File: config.mk
export PLATFORM = sky130hd
export DESIGN_NAME = bridge_top
export DESIGN_NICKNAME = d
export VERILOG_FILES = /design/src/common/bridge_pkg.sv /design/src/design/reset_stretch.sv /design/src/uart/uart_rx.sv /design/src/uart/uart_tx.sv /design/src/spi/spi_master.sv /design/src/design/readback_fifo.sv /design/src/design/cmd_sequencer.sv /design/src/design/bridge_top.sv
export SDC_FILE = /design/constraint.sdc
export NUM_CORES = 1
export LEC_CHECK = 0
export BUFFER_PORTS_ARGS = -buffer_cell sky130_fd_sc_hd__buf_4
export CAP_MARGIN = 20
export CORE_ASPECT_RATIO = 0.7
export CORE_UTILIZATION = 41
export DETAILED_ROUTE_END_ITERATION = 10
export PLACE_DENSITY = 0.57
export SETUP_SLACK_MARGIN = 0.4
export SLEW_MARGIN = 20
export SYNTH_ARGS = -nofsm -noshare
export SYNTH_HDL_FRONTEND = slang
export SYNTH_HIERARCHICAL = 1
export SYNTH_SLANG_ARGS = --single-unit
File: constraint.sdc
create_clock -name sys_clk -period 3.2 [get_ports sys_clk]
set_input_delay 0.16 -clock sys_clk [delete_from_list [all_inputs] [get_ports sys_clk]]
set_output_delay 0.16 -clock sys_clk [all_outputs]
set_load 0.005 [all_outputs]
File: src/common/bridge_pkg.sv
//////////////////////////////////////////////////////////////////////
// widths, counts and types shared across the uart to spi bridge
// CLKS_PER_BIT suits simulation, use 868 for 115200 baud at 100 MHz
// SPI_HALF_SCK must be 2 or more
//////////////////////////////////////////////////////////////////////
package bridge_pkg;

  // data widths
  localparam int BYTE_W     = 8;
  localparam int SPI_WORD_W = 16;

  // uart bit timing
  localparam int CLKS_PER_BIT  = 16;
  localparam int UART_CNT_W    = $clog2(CLKS_PER_BIT);
  // start bit is index 0, stop bit sits after the data bits
  localparam int UART_STOP_IDX = BYTE_W + 1;
  localparam int UART_IDX_W    = $clog2(UART_STOP_IDX + 1);

  // spi clock divider and bit counter
  localparam int SPI_HALF_SCK = 2;
  localparam int SPI_DIV_W    = $clog2(SPI_HALF_SCK);
  localparam int SPI_BIT_W    = $clog2(SPI_WORD_W);

  // slm reset stretch
  localparam int RESET_HOLD  = 10;
  localparam int RESET_CNT_W = $clog2(RESET_HOLD + 1);

  // readback fifo
  localparam int FIFO_DEPTH = 4;
  localparam int FIFO_PTR_W = 2;

  // start pulse plus address/data word for the spi master
  typedef struct packed {
    logic                  start;
    logic [SPI_WORD_W-1:0] word;
  } spi_req_t;

  // start pulse plus reply byte for the uart transmitter
  typedef struct packed {
    logic              start;
    logic [BYTE_W-1:0] tx_byte;
  } uart_tx_req_t;

  // readback drain states
  typedef enum logic [1:0] {
    SEQ_IDLE,
    SEQ_FETCH,
    SEQ_LAUNCH
  } seq_state_e;

endpackage

File: src/design/reset_stretch.sv
//////////////////////////////////////////////////////////////////////
// holds reset for RESET_HOLD cycles after the command falls
// counter is undefined until the command has been high once
//////////////////////////////////////////////////////////////////////
module reset_stretch
  import bridge_pkg::*;
(
  input  logic sys_clk,
  input  logic reset_all_cmd_w,
  output logic reset_hold_o
);

  // cycles left in the stretch
  logic [RESET_CNT_W-1:0] hold_cnt;

  // reload while the command is up, then run down to zero
  always_ff @(posedge sys_clk) begin
    if (reset_all_cmd_w) begin
      hold_cnt <= RESET_CNT_W'(RESET_HOLD);
    end else if (hold_cnt != '0) begin
      hold_cnt <= hold_cnt - 1'b1;
    end
  end

  // command passes straight through, counter covers the tail
  assign reset_hold_o = reset_all_cmd_w | (hold_cnt != '0);

endmodule

File: src/uart/uart_rx.sv
//////////////////////////////////////////////////////////////////////
// 8N1 receiver, LSB first, no parity
// a frame with a low stop bit is dropped without notice
//////////////////////////////////////////////////////////////////////
module uart_rx
  import bridge_pkg::*;
(
  input  logic              sys_clk,
  input  logic              rst_i,
  input  logic              rx_serial_i,
  output logic              rx_valid_o,
  output logic [BYTE_W-1:0] rx_byte_o
);

  logic [1:0]            rx_sync;
  logic                  rx_bit;
  logic                  rx_busy;
  logic [UART_CNT_W-1:0] clk_cnt;
  logic [UART_CNT_W-1:0] wait_len;
  logic [UART_IDX_W-1:0] bit_idx;
  logic                  sample_now;
  logic [BYTE_W-1:0]     shift_q;
  logic                  valid_q;

  // two flops against metastability, line idles high
  always_ff @(posedge sys_clk) begin
    if (rst_i) begin
      rx_sync <= 2'b11;
    end else begin
      rx_sync <= {rx_sync[0], rx_serial_i};
    end
  end

  assign rx_bit = rx_sync[1];

  // half a bit to reach mid start, then whole bits
  assign wait_len   = (bit_idx == '0) ? UART_CNT_W'(CLKS_PER_BIT / 2 - 1)
                                      : UART_CNT_W'(CLKS_PER_BIT - 1);
  assign sample_now = rx_busy && (clk_cnt == wait_len);

  //////////////////////////////////////////////////////////////////////
  // frame control
  always_ff @(posedge sys_clk) begin
    if (rst_i) begin
      rx_busy <= 1'b0;
      clk_cnt <= '0;
      bit_idx <= '0;
      valid_q <= 1'b0;
    end else begin
      valid_q <= 1'b0;
      if (!rx_busy) begin
        clk_cnt <= '0;
        bit_idx <= '0;
        // falling edge on the line
        if (!rx_bit) begin
          rx_busy <= 1'b1;
        end
      end else if (!sample_now) begin
        clk_cnt <= clk_cnt + 1'b1;
      end else begin
        clk_cnt <= '0;
        bit_idx <= bit_idx + 1'b1;
        if ((bit_idx == '0) && rx_bit) begin
          // glitch, start bit gone by mid-bit
          rx_busy <= 1'b0;
        end else if (bit_idx == UART_IDX_W'(UART_STOP_IDX)) begin
          // mid stop bit
          rx_busy <= 1'b0;
          valid_q <= rx_bit;
        end
      end
    end
  end

  // data bits land LSB first
  always_ff @(posedge sys_clk) begin
    if (sample_now && (bit_idx != '0) && (bit_idx != UART_IDX_W'(UART_STOP_IDX))) begin
      shift_q <= {rx_bit, shift_q[BYTE_W-1:1]};
    end
  end

  assign rx_valid_o = valid_q;
  assign rx_byte_o  = shift_q;

endmodule

File: src/uart/uart_tx.sv
//////////////////////////////////////////////////////////////////////
// 8N1 transmitter, LSB first
// a start strobe while active is ignored
//////////////////////////////////////////////////////////////////////
module uart_tx
  import bridge_pkg::*;
(
  input  logic         sys_clk,
  input  logic         rst_i,
  input  uart_tx_req_t tx_req_i,
  output logic         tx_active_o,
  output logic         tx_serial_o
);

  logic                  tx_busy;
  logic [UART_CNT_W-1:0] clk_cnt;
  logic [UART_IDX_W-1:0] bit_idx;
  logic                  bit_end;
  // stop, data, start with the start bit at the bottom
  logic [BYTE_W+1:0]     frame_q;

  assign bit_end = tx_busy && (clk_cnt == UART_CNT_W'(CLKS_PER_BIT - 1));

  // bit timing and frame length
  always_ff @(posedge sys_clk) begin
    if (rst_i) begin
      tx_busy <= 1'b0;
      clk_cnt <= '0;
      bit_idx <= '0;
    end else if (!tx_busy) begin
      clk_cnt <= '0;
      bit_idx <= '0;
      if (tx_req_i.start) begin
        tx_busy <= 1'b1;
      end
    end else if (!bit_end) begin
      clk_cnt <= clk_cnt + 1'b1;
    end else begin
      clk_cnt <= '0;
      bit_idx <= bit_idx + 1'b1;
      // stop bit done
      if (bit_idx == UART_IDX_W'(UART_STOP_IDX)) begin
        tx_busy <= 1'b0;
      end
    end
  end

  // latch on start, shift out one bit per bit time
  always_ff @(posedge sys_clk) begin
    if (!tx_busy && tx_req_i.start) begin
      frame_q <= {1'b1, tx_req_i.tx_byte, 1'b0};
    end else if (bit_end) begin
      frame_q <= {1'b1, frame_q[BYTE_W+1:1]};
    end
  end

  // line idles high
  assign tx_serial_o = tx_busy ? frame_q[0] : 1'b1;
  assign tx_active_o = tx_busy;

endmodule

File: src/spi/spi_master.sv
//////////////////////////////////////////////////////////////////////
// mode 0 master, one 16-bit word per start, MSB first
// SDAT moves with SCK falling, MISO sampled as SCK rises
//////////////////////////////////////////////////////////////////////
module spi_master
  import bridge_pkg::*;
(
  input  logic              sys_clk,
  input  logic              rst_i,
  input  spi_req_t          req_i,
  output logic              busy_o,
  output logic [BYTE_W-1:0] rx_byte_o,
  output logic              sen_o,
  output logic              sck_o,
  output logic              sdat_o,
  input  logic              sout_i
);

  logic                  busy_q;
  logic                  sck_q;
  logic [SPI_DIV_W-1:0]  div_cnt;
  logic [SPI_BIT_W-1:0]  bit_cnt;
  logic                  half_end;
  logic [SPI_WORD_W-1:0] tx_shift;
  // only the last byte shifted in is kept
  logic [BYTE_W-1:0]     rx_shift;

  assign half_end = busy_q && (div_cnt == SPI_DIV_W'(SPI_HALF_SCK - 1));

  //////////////////////////////////////////////////////////////////////
  // sck divider and bit count
  always_ff @(posedge sys_clk) begin
    if (rst_i) begin
      busy_q  <= 1'b0;
      sck_q   <= 1'b0;
      div_cnt <= '0;
      bit_cnt <= '0;
    end else if (!busy_q) begin
      sck_q   <= 1'b0;
      div_cnt <= '0;
      bit_cnt <= '0;
      if (req_i.start) begin
        busy_q <= 1'b1;
      end
    end else if (!half_end) begin
      div_cnt <= div_cnt + 1'b1;
    end else begin
      div_cnt <= '0;
      sck_q   <= ~sck_q;
      // falling edge closes a bit
      if (sck_q) begin
        if (bit_cnt == SPI_BIT_W'(SPI_WORD_W - 1)) begin
          busy_q <= 1'b0;
        end else begin
          bit_cnt <= bit_cnt + 1'b1;
        end
      end
    end
  end

  //////////////////////////////////////////////////////////////////////
  // data shifters
  always_ff @(posedge sys_clk) begin
    if (!busy_q && req_i.start) begin
      tx_shift <= req_i.word;
    end else if (half_end && sck_q) begin
      // next bit out on the falling edge
      tx_shift <= {tx_shift[SPI_WORD_W-2:0], 1'b0};
    end
  end

  // capture MISO as sck goes high
  always_ff @(posedge sys_clk) begin
    if (half_end && !sck_q) begin
      rx_shift <= {rx_shift[BYTE_W-2:0], sout_i};
    end
  end

  assign busy_o    = busy_q;
  assign sen_o     = ~busy_q;
  assign sck_o     = sck_q;
  // MOSI parked low between words
  assign sdat_o    = busy_q & tx_shift[SPI_WORD_W-1];
  // held until the next transfer
  assign rx_byte_o = rx_shift;

endmodule

File: src/design/readback_fifo.sv
//////////////////////////////////////////////////////////////////////
// FIFO_DEPTH-entry byte FIFO, head shown without a read
// a write to a full FIFO is lost, a read when empty is ignored
//////////////////////////////////////////////////////////////////////
module readback_fifo
  import bridge_pkg::*;
(
  input  logic              sys_clk,
  input  logic              rst_i,
  input  logic              wr_en_i,
  input  logic [BYTE_W-1:0] wr_byte_i,
  output logic              full_o,
  input  logic              rd_en_i,
  output logic [BYTE_W-1:0] rd_byte_o,
  output logic              empty_o
);

  logic [BYTE_W-1:0]   mem [FIFO_DEPTH];
  logic [FIFO_PTR_W-1:0] wr_ptr;
  logic [FIFO_PTR_W-1:0] rd_ptr;
  // one extra bit so a full FIFO is countable
  logic [FIFO_PTR_W:0] count;
  logic                do_wr;
  logic                do_rd;

  assign full_o  = (count == (FIFO_PTR_W + 1)'(FIFO_DEPTH));
  assign empty_o = (count == '0);
  assign do_wr   = wr_en_i && !full_o;
  assign do_rd   = rd_en_i && !empty_o;

  // pointers wrap naturally
  always_ff @(posedge sys_clk) begin
    if (rst_i) begin
      wr_ptr <= '0;
      rd_ptr <= '0;
      count  <= '0;
    end else begin
      if (do_wr) begin
        wr_ptr <= wr_ptr + 1'b1;
      end
      if (do_rd) begin
        rd_ptr <= rd_ptr + 1'b1;
      end
      // simultaneous read and write leaves the count alone
      if (do_wr && !do_rd) begin
        count <= count + 1'b1;
      end else if (do_rd && !do_wr) begin
        count <= count - 1'b1;
      end
    end
  end

  always_ff @(posedge sys_clk) begin
    if (do_wr) begin
      mem[wr_ptr] <= wr_byte_i;
    end
  end

  assign rd_byte_o = mem[rd_ptr];

endmodule

File: src/design/cmd_sequencer.sv
//////////////////////////////////////////////////////////////////////
// pairs host bytes into spi words, address first, and echoes
// each spi readback to the uart; first byte after reset is an address
//////////////////////////////////////////////////////////////////////
module cmd_sequencer
  import bridge_pkg::*;
(
  input  logic              sys_clk,
  input  logic              rst_i,
  input  logic              rx_valid_i,
  input  logic [BYTE_W-1:0] rx_byte_i,
  output spi_req_t          spi_req_o,
  input  logic              spi_busy_i,
  output logic              fifo_wr_o,
  input  logic              fifo_full_i,
  output logic              fifo_rd_o,
  input  logic              fifo_empty_i,
  input  logic [BYTE_W-1:0] fifo_byte_i,
  output uart_tx_req_t      tx_req_o,
  input  logic              tx_active_i
);

  seq_state_e            state_q;
  seq_state_e            state_d;
  logic [SPI_WORD_W-1:0] pair_q;
  logic                  have_addr_q;
  logic                  spi_start_q;
  logic                  busy_q;
  logic [BYTE_W-1:0]     reply_q;

  //////////////////////////////////////////////////////////////////////
  // byte pairing
  always_ff @(posedge sys_clk) begin
    if (rst_i) begin
      have_addr_q <= 1'b0;
      spi_start_q <= 1'b0;
      busy_q      <= 1'b0;
    end else begin
      // second byte of a pair fires the transfer
      spi_start_q <= rx_valid_i && have_addr_q;
      if (rx_valid_i) begin
        have_addr_q <= ~have_addr_q;
      end
      busy_q <= spi_busy_i;
    end
  end

  // older byte moves up into the address half
  always_ff @(posedge sys_clk) begin
    if (rx_valid_i) begin
      pair_q <= {pair_q[BYTE_W-1:0], rx_byte_i};
    end
  end

  assign spi_req_o.start = spi_start_q;
  assign spi_req_o.word  = pair_q;

  // busy falling edge, readback dropped when the FIFO is full
  assign fifo_wr_o = busy_q && !spi_busy_i && !fifo_full_i;

  //////////////////////////////////////////////////////////////////////
  // readback drain
  always_comb begin
    state_d = state_q;
    case (state_q)
      SEQ_IDLE: begin
        if (!fifo_empty_i && !tx_active_i) begin
          state_d = SEQ_FETCH;
        end
      end
      SEQ_FETCH:  state_d = SEQ_LAUNCH;
      // tx is active by the next cycle
      SEQ_LAUNCH: state_d = SEQ_IDLE;
      default:    state_d = SEQ_IDLE;
    endcase
  end

  always_ff @(posedge sys_clk) begin
    if (rst_i) begin
      state_q <= SEQ_IDLE;
    end else begin
      state_q <= state_d;
    end
  end

  // grab the head as it is popped
  always_ff @(posedge sys_clk) begin
    if (state_q == SEQ_FETCH) begin
      reply_q <= fifo_byte_i;
    end
  end

  assign fifo_rd_o        = (state_q == SEQ_FETCH);
  assign tx_req_o.start   = (state_q == SEQ_LAUNCH);
  assign tx_req_o.tx_byte = reply_q;

endmodule

File: src/design/bridge_top.sv
//////////////////////////////////////////////////////////////////////
// uart to spi bridge for the slm driver board
// every block runs from the stretched reset
//////////////////////////////////////////////////////////////////////
module bridge_top
  import bridge_pkg::*;
(
  input  logic sys_clk,
  input  logic reset_all_cmd_w,
  // host uart
  input  logic uart_rx_i,
  output logic uart_tx_o,
  // slm spi, sen active low
  output logic spi_sen_o,
  output logic spi_sck_o,
  output logic spi_sdat_o,
  input  logic spi_sout_i,
  // slm reset, active low
  output logic slm_reset_n_o
);

  logic              rst_hold;
  logic              rx_valid;
  logic [BYTE_W-1:0] rx_byte;
  spi_req_t          spi_req;
  logic              spi_busy;
  logic [BYTE_W-1:0] spi_rx_byte;
  logic              fifo_wr;
  logic              fifo_full;
  logic              fifo_rd;
  logic              fifo_empty;
  logic [BYTE_W-1:0] fifo_byte;
  uart_tx_req_t      tx_req;
  logic              tx_active;

  reset_stretch u_reset (
    .sys_clk         (sys_clk),
    .reset_all_cmd_w (reset_all_cmd_w),
    .reset_hold_o    (rst_hold)
  );

  assign slm_reset_n_o = ~rst_hold;

  uart_rx u_uart_rx (
    .sys_clk     (sys_clk),
    .rst_i       (rst_hold),
    .rx_serial_i (uart_rx_i),
    .rx_valid_o  (rx_valid),
    .rx_byte_o   (rx_byte)
  );

  uart_tx u_uart_tx (
    .sys_clk     (sys_clk),
    .rst_i       (rst_hold),
    .tx_req_i    (tx_req),
    .tx_active_o (tx_active),
    .tx_serial_o (uart_tx_o)
  );

  spi_master u_spi (
    .sys_clk   (sys_clk),
    .rst_i     (rst_hold),
    .req_i     (spi_req),
    .busy_o    (spi_busy),
    .rx_byte_o (spi_rx_byte),
    .sen_o     (spi_sen_o),
    .sck_o     (spi_sck_o),
    .sdat_o    (spi_sdat_o),
    .sout_i    (spi_sout_i)
  );

  readback_fifo u_fifo (
    .sys_clk   (sys_clk),
    .rst_i     (rst_hold),
    .wr_en_i   (fifo_wr),
    .wr_byte_i (spi_rx_byte),
    .full_o    (fifo_full),
    .rd_en_i   (fifo_rd),
    .rd_byte_o (fifo_byte),
    .empty_o   (fifo_empty)
  );

  cmd_sequencer u_seq (
    .sys_clk      (sys_clk),
    .rst_i        (rst_hold),
    .rx_valid_i   (rx_valid),
    .rx_byte_i    (rx_byte),
    .spi_req_o    (spi_req),
    .spi_busy_i   (spi_busy),
    .fifo_wr_o    (fifo_wr),
    .fifo_full_i  (fifo_full),
    .fifo_rd_o    (fifo_rd),
    .fifo_empty_i (fifo_empty),
    .fifo_byte_i  (fifo_byte),
    .tx_req_o     (tx_req),
    .tx_active_i  (tx_active)
  );

endmodule

# Yosys cells after proc, flatten, opt, wreduce, memory -nomap -nowiden
# Memory sizes are Yosys's and may differ from the RTL's. A register that Yosys moved wholly into a read port is not among the register bits.
# Cells that the tools add are included.
[op_classes] muxes=26 reduce_logical=41 n_addsub=11 n_eq_ne=10 n_bitwise=11
[ops] op="2-to-1 mux 16 bit" count=2
[ops] op="adder 4 x 1 -> 4 bit, second input constant" count=5
[ops] op="logical AND 1 bit" count=18
[ops] op="2-to-1 mux 9 bit" count=2
[ops] op="2-to-1 mux 1 bit" count=17
[ops] op="equality test 4 bit, second input constant" count=4
[ops] op="NOT 1 bit" count=9
[ops] op="OR reduction 3 bit" count=3
[ops] op="nonzero test 4 bit" count=2
[ops] op="zero test 1 bit" count=7
[ops] op="2-to-1 mux 3 bit" count=2
[ops] op="nonzero test 2 bit" count=3
[ops] op="OR reduction 2 bit" count=3
[ops] op="OR reduction 5 bit" count=1
[ops] op="adder 2 x 1 -> 2 bit, second input constant" count=2
[ops] op="equality test 4 bit" count=1
[ops] op="zero test 4 bit" count=1
[ops] op="2-to-1 mux 4 bit" count=1
[ops] op="inequality test 4 bit, second input constant" count=1
[ops] op="one-hot mux 2 bit (2 select lines)" count=1
[ops] op="subtractor 4 x 1 -> 4 bit, second input constant" count=1
[ops] op="adder 3 x 1 -> 3 bit, second input constant" count=1
[ops] op="equality test 3 bit, second input constant" count=1
[ops] op="zero test 3 bit" count=1
[ops] op="10 further kinds" count=10
[word_totals] ff_bits=101 ram_bits=32 input_bits=4 memories=1 out_inout_bits=5 elab_cells=126
[memory_table] memory="u_fifo.mem" words=4 word_bits=8 rd=1 rd_ports_with_merged_regs=1 write_ports=1 line="readback_fifo.sv:18" rtl="logic [BYTE_W-1:0] mem [FIFO_DEPTH];"

# Depth between registers and ports, before layout
[depth] depth_word=8 ltp_mapped=10 depth_no_buf=10

# Cells and area by module
# Netlist, hierarchy kept.
[by_module_without_submodules] mod="readback_fifo" seq_area_each_um2=1141.1 n_inst=1 area_each_um2=1620.3 cells_per_inst=90
[by_module_without_submodules] mod="spi_master" seq_area_each_um2=860.8 n_inst=1 area_each_um2=1249.9 cells_per_inst=78
[by_module_without_submodules] mod="cmd_sequencer" seq_area_each_um2=820.8 n_inst=1 area_each_um2=900.9 cells_per_inst=42
[by_module_without_submodules] mod="uart_rx" seq_area_each_um2=480.5 n_inst=1 area_each_um2=809.5 cells_per_inst=67
[by_module_without_submodules] mod="uart_tx" seq_area_each_um2=440.4 n_inst=1 area_each_um2=769.5 cells_per_inst=66
[by_module_without_submodules] mod="reset_stretch" seq_area_each_um2=80.1 n_inst=1 area_each_um2=210.2 cells_per_inst=22
[by_module_without_submodules] mod="bridge_top" seq_area_each_um2=0.0 n_inst=1 area_each_um2=3.8 cells_per_inst=1

# Least setup slack after synthesis
# OpenSTA, ideal clock, no wires.
[synth_timing] path_type="reg-to-reg" from="register u_fifo.count[0]" to="register u_fifo.count[2]" setup_time_ns=0.070 slack_ns=0.976 stages_incl_launch_ff=11 required_ns=3.130 n_path_buf=0 synth_period_minus_slack_ns=2.224 t_arrival_ns=2.154 cell_sequence="dfxtp_1 -> nor3b_2 -> nor3b_1 -> inv_1 -> nor2_2 -> ha_1 -> inv_1 -> fa_1 -> xor2_1 -> or3_1 -> a21oi_1"
[synth_via] elab_chain_len=7 word_cells_on_any_way=16 classes_between="add/sub: 2; eq/ne: 1; mux: 2; reduce/logical: 11"
[synth_rtl] item="start, declared" line="readback_fifo.sv:22" rtl="logic [FIFO_PTR_W:0] count;"
[synth_rtl] item="start signal, assigned" line="readback_fifo.sv:46" rtl="count <= count + 1'b1;"
[synth_rtl] item="start signal, assigned" line="readback_fifo.sv:48" rtl="count <= count - 1'b1;"
[synth_rtl] item="equality test 3 bit *" line="readback_fifo.sv:26" rtl="assign full_o = (count == (FIFO_PTR_W + 1)'(FIFO_DEPTH));"
[synth_rtl] item="net fifo_full" line="bridge_top.sv:29" rtl="logic fifo_full;"
[synth_rtl] item="zero test 1 bit *" line="cmd_sequencer.sv:59" rtl="assign fifo_wr_o = busy_q && !spi_busy_i && !fifo_full_i;"
[synth_rtl] item="logical AND 1 bit *" line="cmd_sequencer.sv:59"
[synth_rtl] item="net fifo_wr" line="bridge_top.sv:28" rtl="logic fifo_wr;"
[synth_rtl] item="logical AND 1 bit *" line="readback_fifo.sv:28" rtl="assign do_wr = wr_en_i && !full_o;"
[synth_rtl] item="net u_fifo.do_wr" line="readback_fifo.sv:23" rtl="logic do_wr;"
[synth_rtl] item="zero test 1 bit" line="readback_fifo.sv:47" rtl="end else if (do_rd && !do_wr) begin"
[synth_rtl] item="logical AND 1 bit" line="readback_fifo.sv:47"
[synth_rtl] item="nonzero test 2 bit (no line)"
# Mark *: on every way through the listed nets, which the timed path passes. The rest lies on a longest branch. The select of a mux whose other input is x is not followed.
# A chain may end at the register's enable or synchronous reset.

# Worst setup path in the final report
# Ends and elaborated chain as after synthesis.

==> results by group <==
Outcome
  – Status: completed

Drt
  – Drt first pass iters: 6
  – DRT iter0 DRCs: 147
  – Routed vias: 2847
  – Detail Route Antenna Nets: 0
  – DRC Markers: 0
  – Aggregate routed wire length: 8.27 mm
  – DR vias/cell: 4.84
  – DR WL/cell: 14.1 um

Critical path
  – Most used cell, CP: inv_1
  – CP Cell Sequence: nor3b_2, nor3b_1, inv_1, nor2_2, ha_1, inv_1, fa_1, xor2_1, or3_1, a21oi_1
  – Worst Path Required: 3540 ps
  – CP max-delay cell: dfxtp_1
  – Critical Path Fanout Max: 6
  – Worst Path Class, Setup: register to register
  – CP Capture Type: register
  – Worst Setup Start Kind: register
  – Largest stage delay on the critical path: 490 ps
  – Data arrival, critical path: 2790 ps

Timing
  – Final hold vios: 0
  – Worst Hold Margin: 412 ps
  – Slew Viols, Final: 0
  – Layout Skew: 12.1 ps
  – Setup TNS: 0 ps
  – Final setup vio count: 0
  – Worst-margin pin slew: 901 ps
  – Slew headroom: 0.399
  – Final period utilization: 0.768
  – Max frequency: 407 MHz
  – Min cycle time layout: 2460 ps
  – RSZ-0062 raised after global routing: no

Pwr
  – P_leak: 2.06 nW
  – Reg power frac: 0.506
  – Overall Power: 3.88 mW
  – Clock network fraction of design power: 0.484
  – Peak supply drop: 0.381 mV
  – Power Density: 605 nW/um^2
  – Combinational power share: 0.010
  – Psw: 808 uW
  – Sw frac: 0.208
  – Cell Int Power: 3.07 mW

Die
  – Die Ht: 99.5 um
  – Core area: 13200 um^2
  – Die X: 141 um
  – Initial Utilization: 0.422
  – IO Pins: 9
  – Die Area: 14000 um^2
  – Row count: 35

Logic synthesis
  – Post-Synth XOR/XNOR Area: 0.0173
  – Synth Cell Area: 5560 um^2
  – Avg Cell Area, Syn: 15.2 um^2
  – Ys Warns: 6
  – Fraction of the mapped netlist area in adder cells: 0.0373
  – Synth cell types: 58
  – Compound-Gate Fraction of Synth Area: 0.0558
  – Synth area leader: edfxtp_1
  – Syn Nets: 386
  – Synth top area share: 0.518
  – Seq/Total Area, Yosys: 0.687
  – Largest cells by area after synthesis: edfxtp_1, dfxtp_1, ha_1
  – Synth Flop Type: edfxtp_1
  – Async SR Flop Fraction: 0
  – Post-synth EDFFs: 96
  – Post-synthesis mux area share: 0.0724
  – Simple-gate share of the synthesized area: 0.109
  – Mapped Cells: 366
  – Largest family of logic cells by synthesized area: simple AND/OR/NAND/NOR gates
  – FF+latch count, synth: 143

Place
  – Routability cong.: 0.746
  – I/O Buffers: 8
  – Placed Area: 5810 um^2
  – Hpwl dp: 5.26 mm

Finish
  – Utilization after layout: 0.487
  – Fin nets: 410
  – N_diodes: 0
  – Layout area overhead: 15.4%
  – Post-route cell area: 6420 um^2
  – Ratio of cells with drive above 1 in the final layout: 0.203

Global route
  – Initial antenna violation count: 0
  – First-pass GRT wire length: 14.1 mm
  – GRT Overall Usage: 0.135
  – Vias in the first global route: 2865
  – Total gr overflow: 0
  – Pin count of the biggest net entering global routing: 27

Clocking
  – # clock sinks: 143
  – Clk root buf: clkbuf_16
  – CTS Buf Count: 17
  – TritonCTS clock tree: built
  – Clk pin slew, worst setup/hold paths: 60 ps
  – H-tree lvl count: 4
  – Skew-Pair Late Insertion Delay: 410 ps
  – Max clock buf depth: 2

Min path
  – Class of the tightest hold or removal check: register to register

Run
  – Number of max-cap violations: 0
[cell families (layout without fill, tap and decap cells)]
logic type,count (synthesis),after routing
adders and majority gates,16,16
buffers and inverters,23,60
AOI/OAI and AO/OA,44,44
and+or+nand+nor,101,101
muxes,28,28
DFF,143,143
xor gates and xnor gates,11,11
[sequential cells by signal, summed over array words and instances, names as in the netlist, 8 cells and up, named ones only]
name / flops
u_fifo/mem: 32
u_seq/pair_q: 16
u_spi/tx_shift: 16
u_uart_tx/frame_q: 9
u_seq/reply_q: 8
u_spi/rx_byte_o: 8
u_uart_rx/rx_byte_o: 8
[per-layer routing]
layer  track usage  vias to the layer above  part of all wire
met2         0.199                       29              0.44
met5             0                        -                 0
li1              -                     1416                 -
met4        0.0527                        0             0.012
met1         0.182                     1394              0.52
met3        0.0496                        8             0.033
[placed cells by master, fill, tap and decap left out, types with 7 or more instances in the layout]
| cell | n |
|---|---|
| nor2_1 | 21 |
| nor2b_1 | 7 |
| edfxtp_1 | 96 |
| mux4_2 | 8 |
| clkbuf_16 | 17 |
| dfxtp_1 | 47 |
| o21ai_0 | 8 |
| mux2_2 | 15 |
| buf_4 | 10 |
| a21oi_1 | 12 |
| nand2b_1 | 7 |
| ha_1 | 15 |
| inv_1 | 15 |
| nand2_1 | 16 |
| a22o_1 | 7 |
[critical path, delay by kind of cell, from the launching register on]
kind / cells / cell delay [ps]
buf+inv: 2 / 160
xor+xnor: 1 / 160
compound gates: 1 / 140
flops: 1 / 490
fa+ha+maj: 2 / 600
simple gates: 4 / 830
[stage by stage]
stage               std cells  setup WS (ps)
finish                    588            741
global route              588            550
CTS                       588            740
detailed placement        553            759
global placement          553            852
floorplan                 366            976
[synthesized netlist by cell type (4+ instances only)]
cell type and n:
nor3_1 4, dfxtp_1 47, nand3_1 6, edfxtp_1 96, nand2b_1 7, o21ai_0 8
nor2b_1 7, inv_1 15, a22o_1 7, nand2_1 16, mux2i_1 4, xnor2_1 6
mux2_2 15, xor2_1 5, and2_1 6, nor2_1 21, a21oi_1 12, ha_1 15
mux4_2 8, or3_1 6
[power groups by stage]
stage | registers, mW | clock network (mW) | logic (mW)
2_1_floorplan | 2.00 | 0 | 0.0284
3_3_place_gp | 2.00 | 0 | 0.0363
3_5_place_dp | 2.00 | 0 | 0.0381
4_1_cts | 1.96 | 1.94 | 0.0409
5_1_grt | 1.96 | 2.03 | 0.0463
6_report | 1.96 | 1.88 | 0.0403
[what timing repair did]
action,4_1_cts,5_1_grt
hold buffers,3,0
resized for setup,0,0
setup buffers,0,0
hold endpoints to repair,5,0
[area by class of cell]
type / instances / area (um^2)
Clock inverter: 15 / 151
Sequential cell: 143 / 3820
Fill cell: 1132 / 6760
Tap cell: 185 / 231
Clock buffer: 17 / 425
Timing Repair Buffer: 13 / 105
Multi-Input combinational cell: 200 / 1630
Inverter: 15 / 56.3
[worst paths after layout]
kind | from | end | slack, ps | depth (start not counted)
worst max-delay path | u_fifo/count[0] | u_fifo/count[2] | 740 | 10
worst min-delay path | u_uart_rx/rx_sync[0] | u_uart_rx/rx_sync[1] | 410 | 1
worst max register to register | u_fifo/count[0] | u_fifo/count[2] | 740 | 10
worst min register to register | u_uart_rx/rx_sync[0] | u_uart_rx/rx_sync[1] | 410 | 1
(Power assumes the default switching activity.)
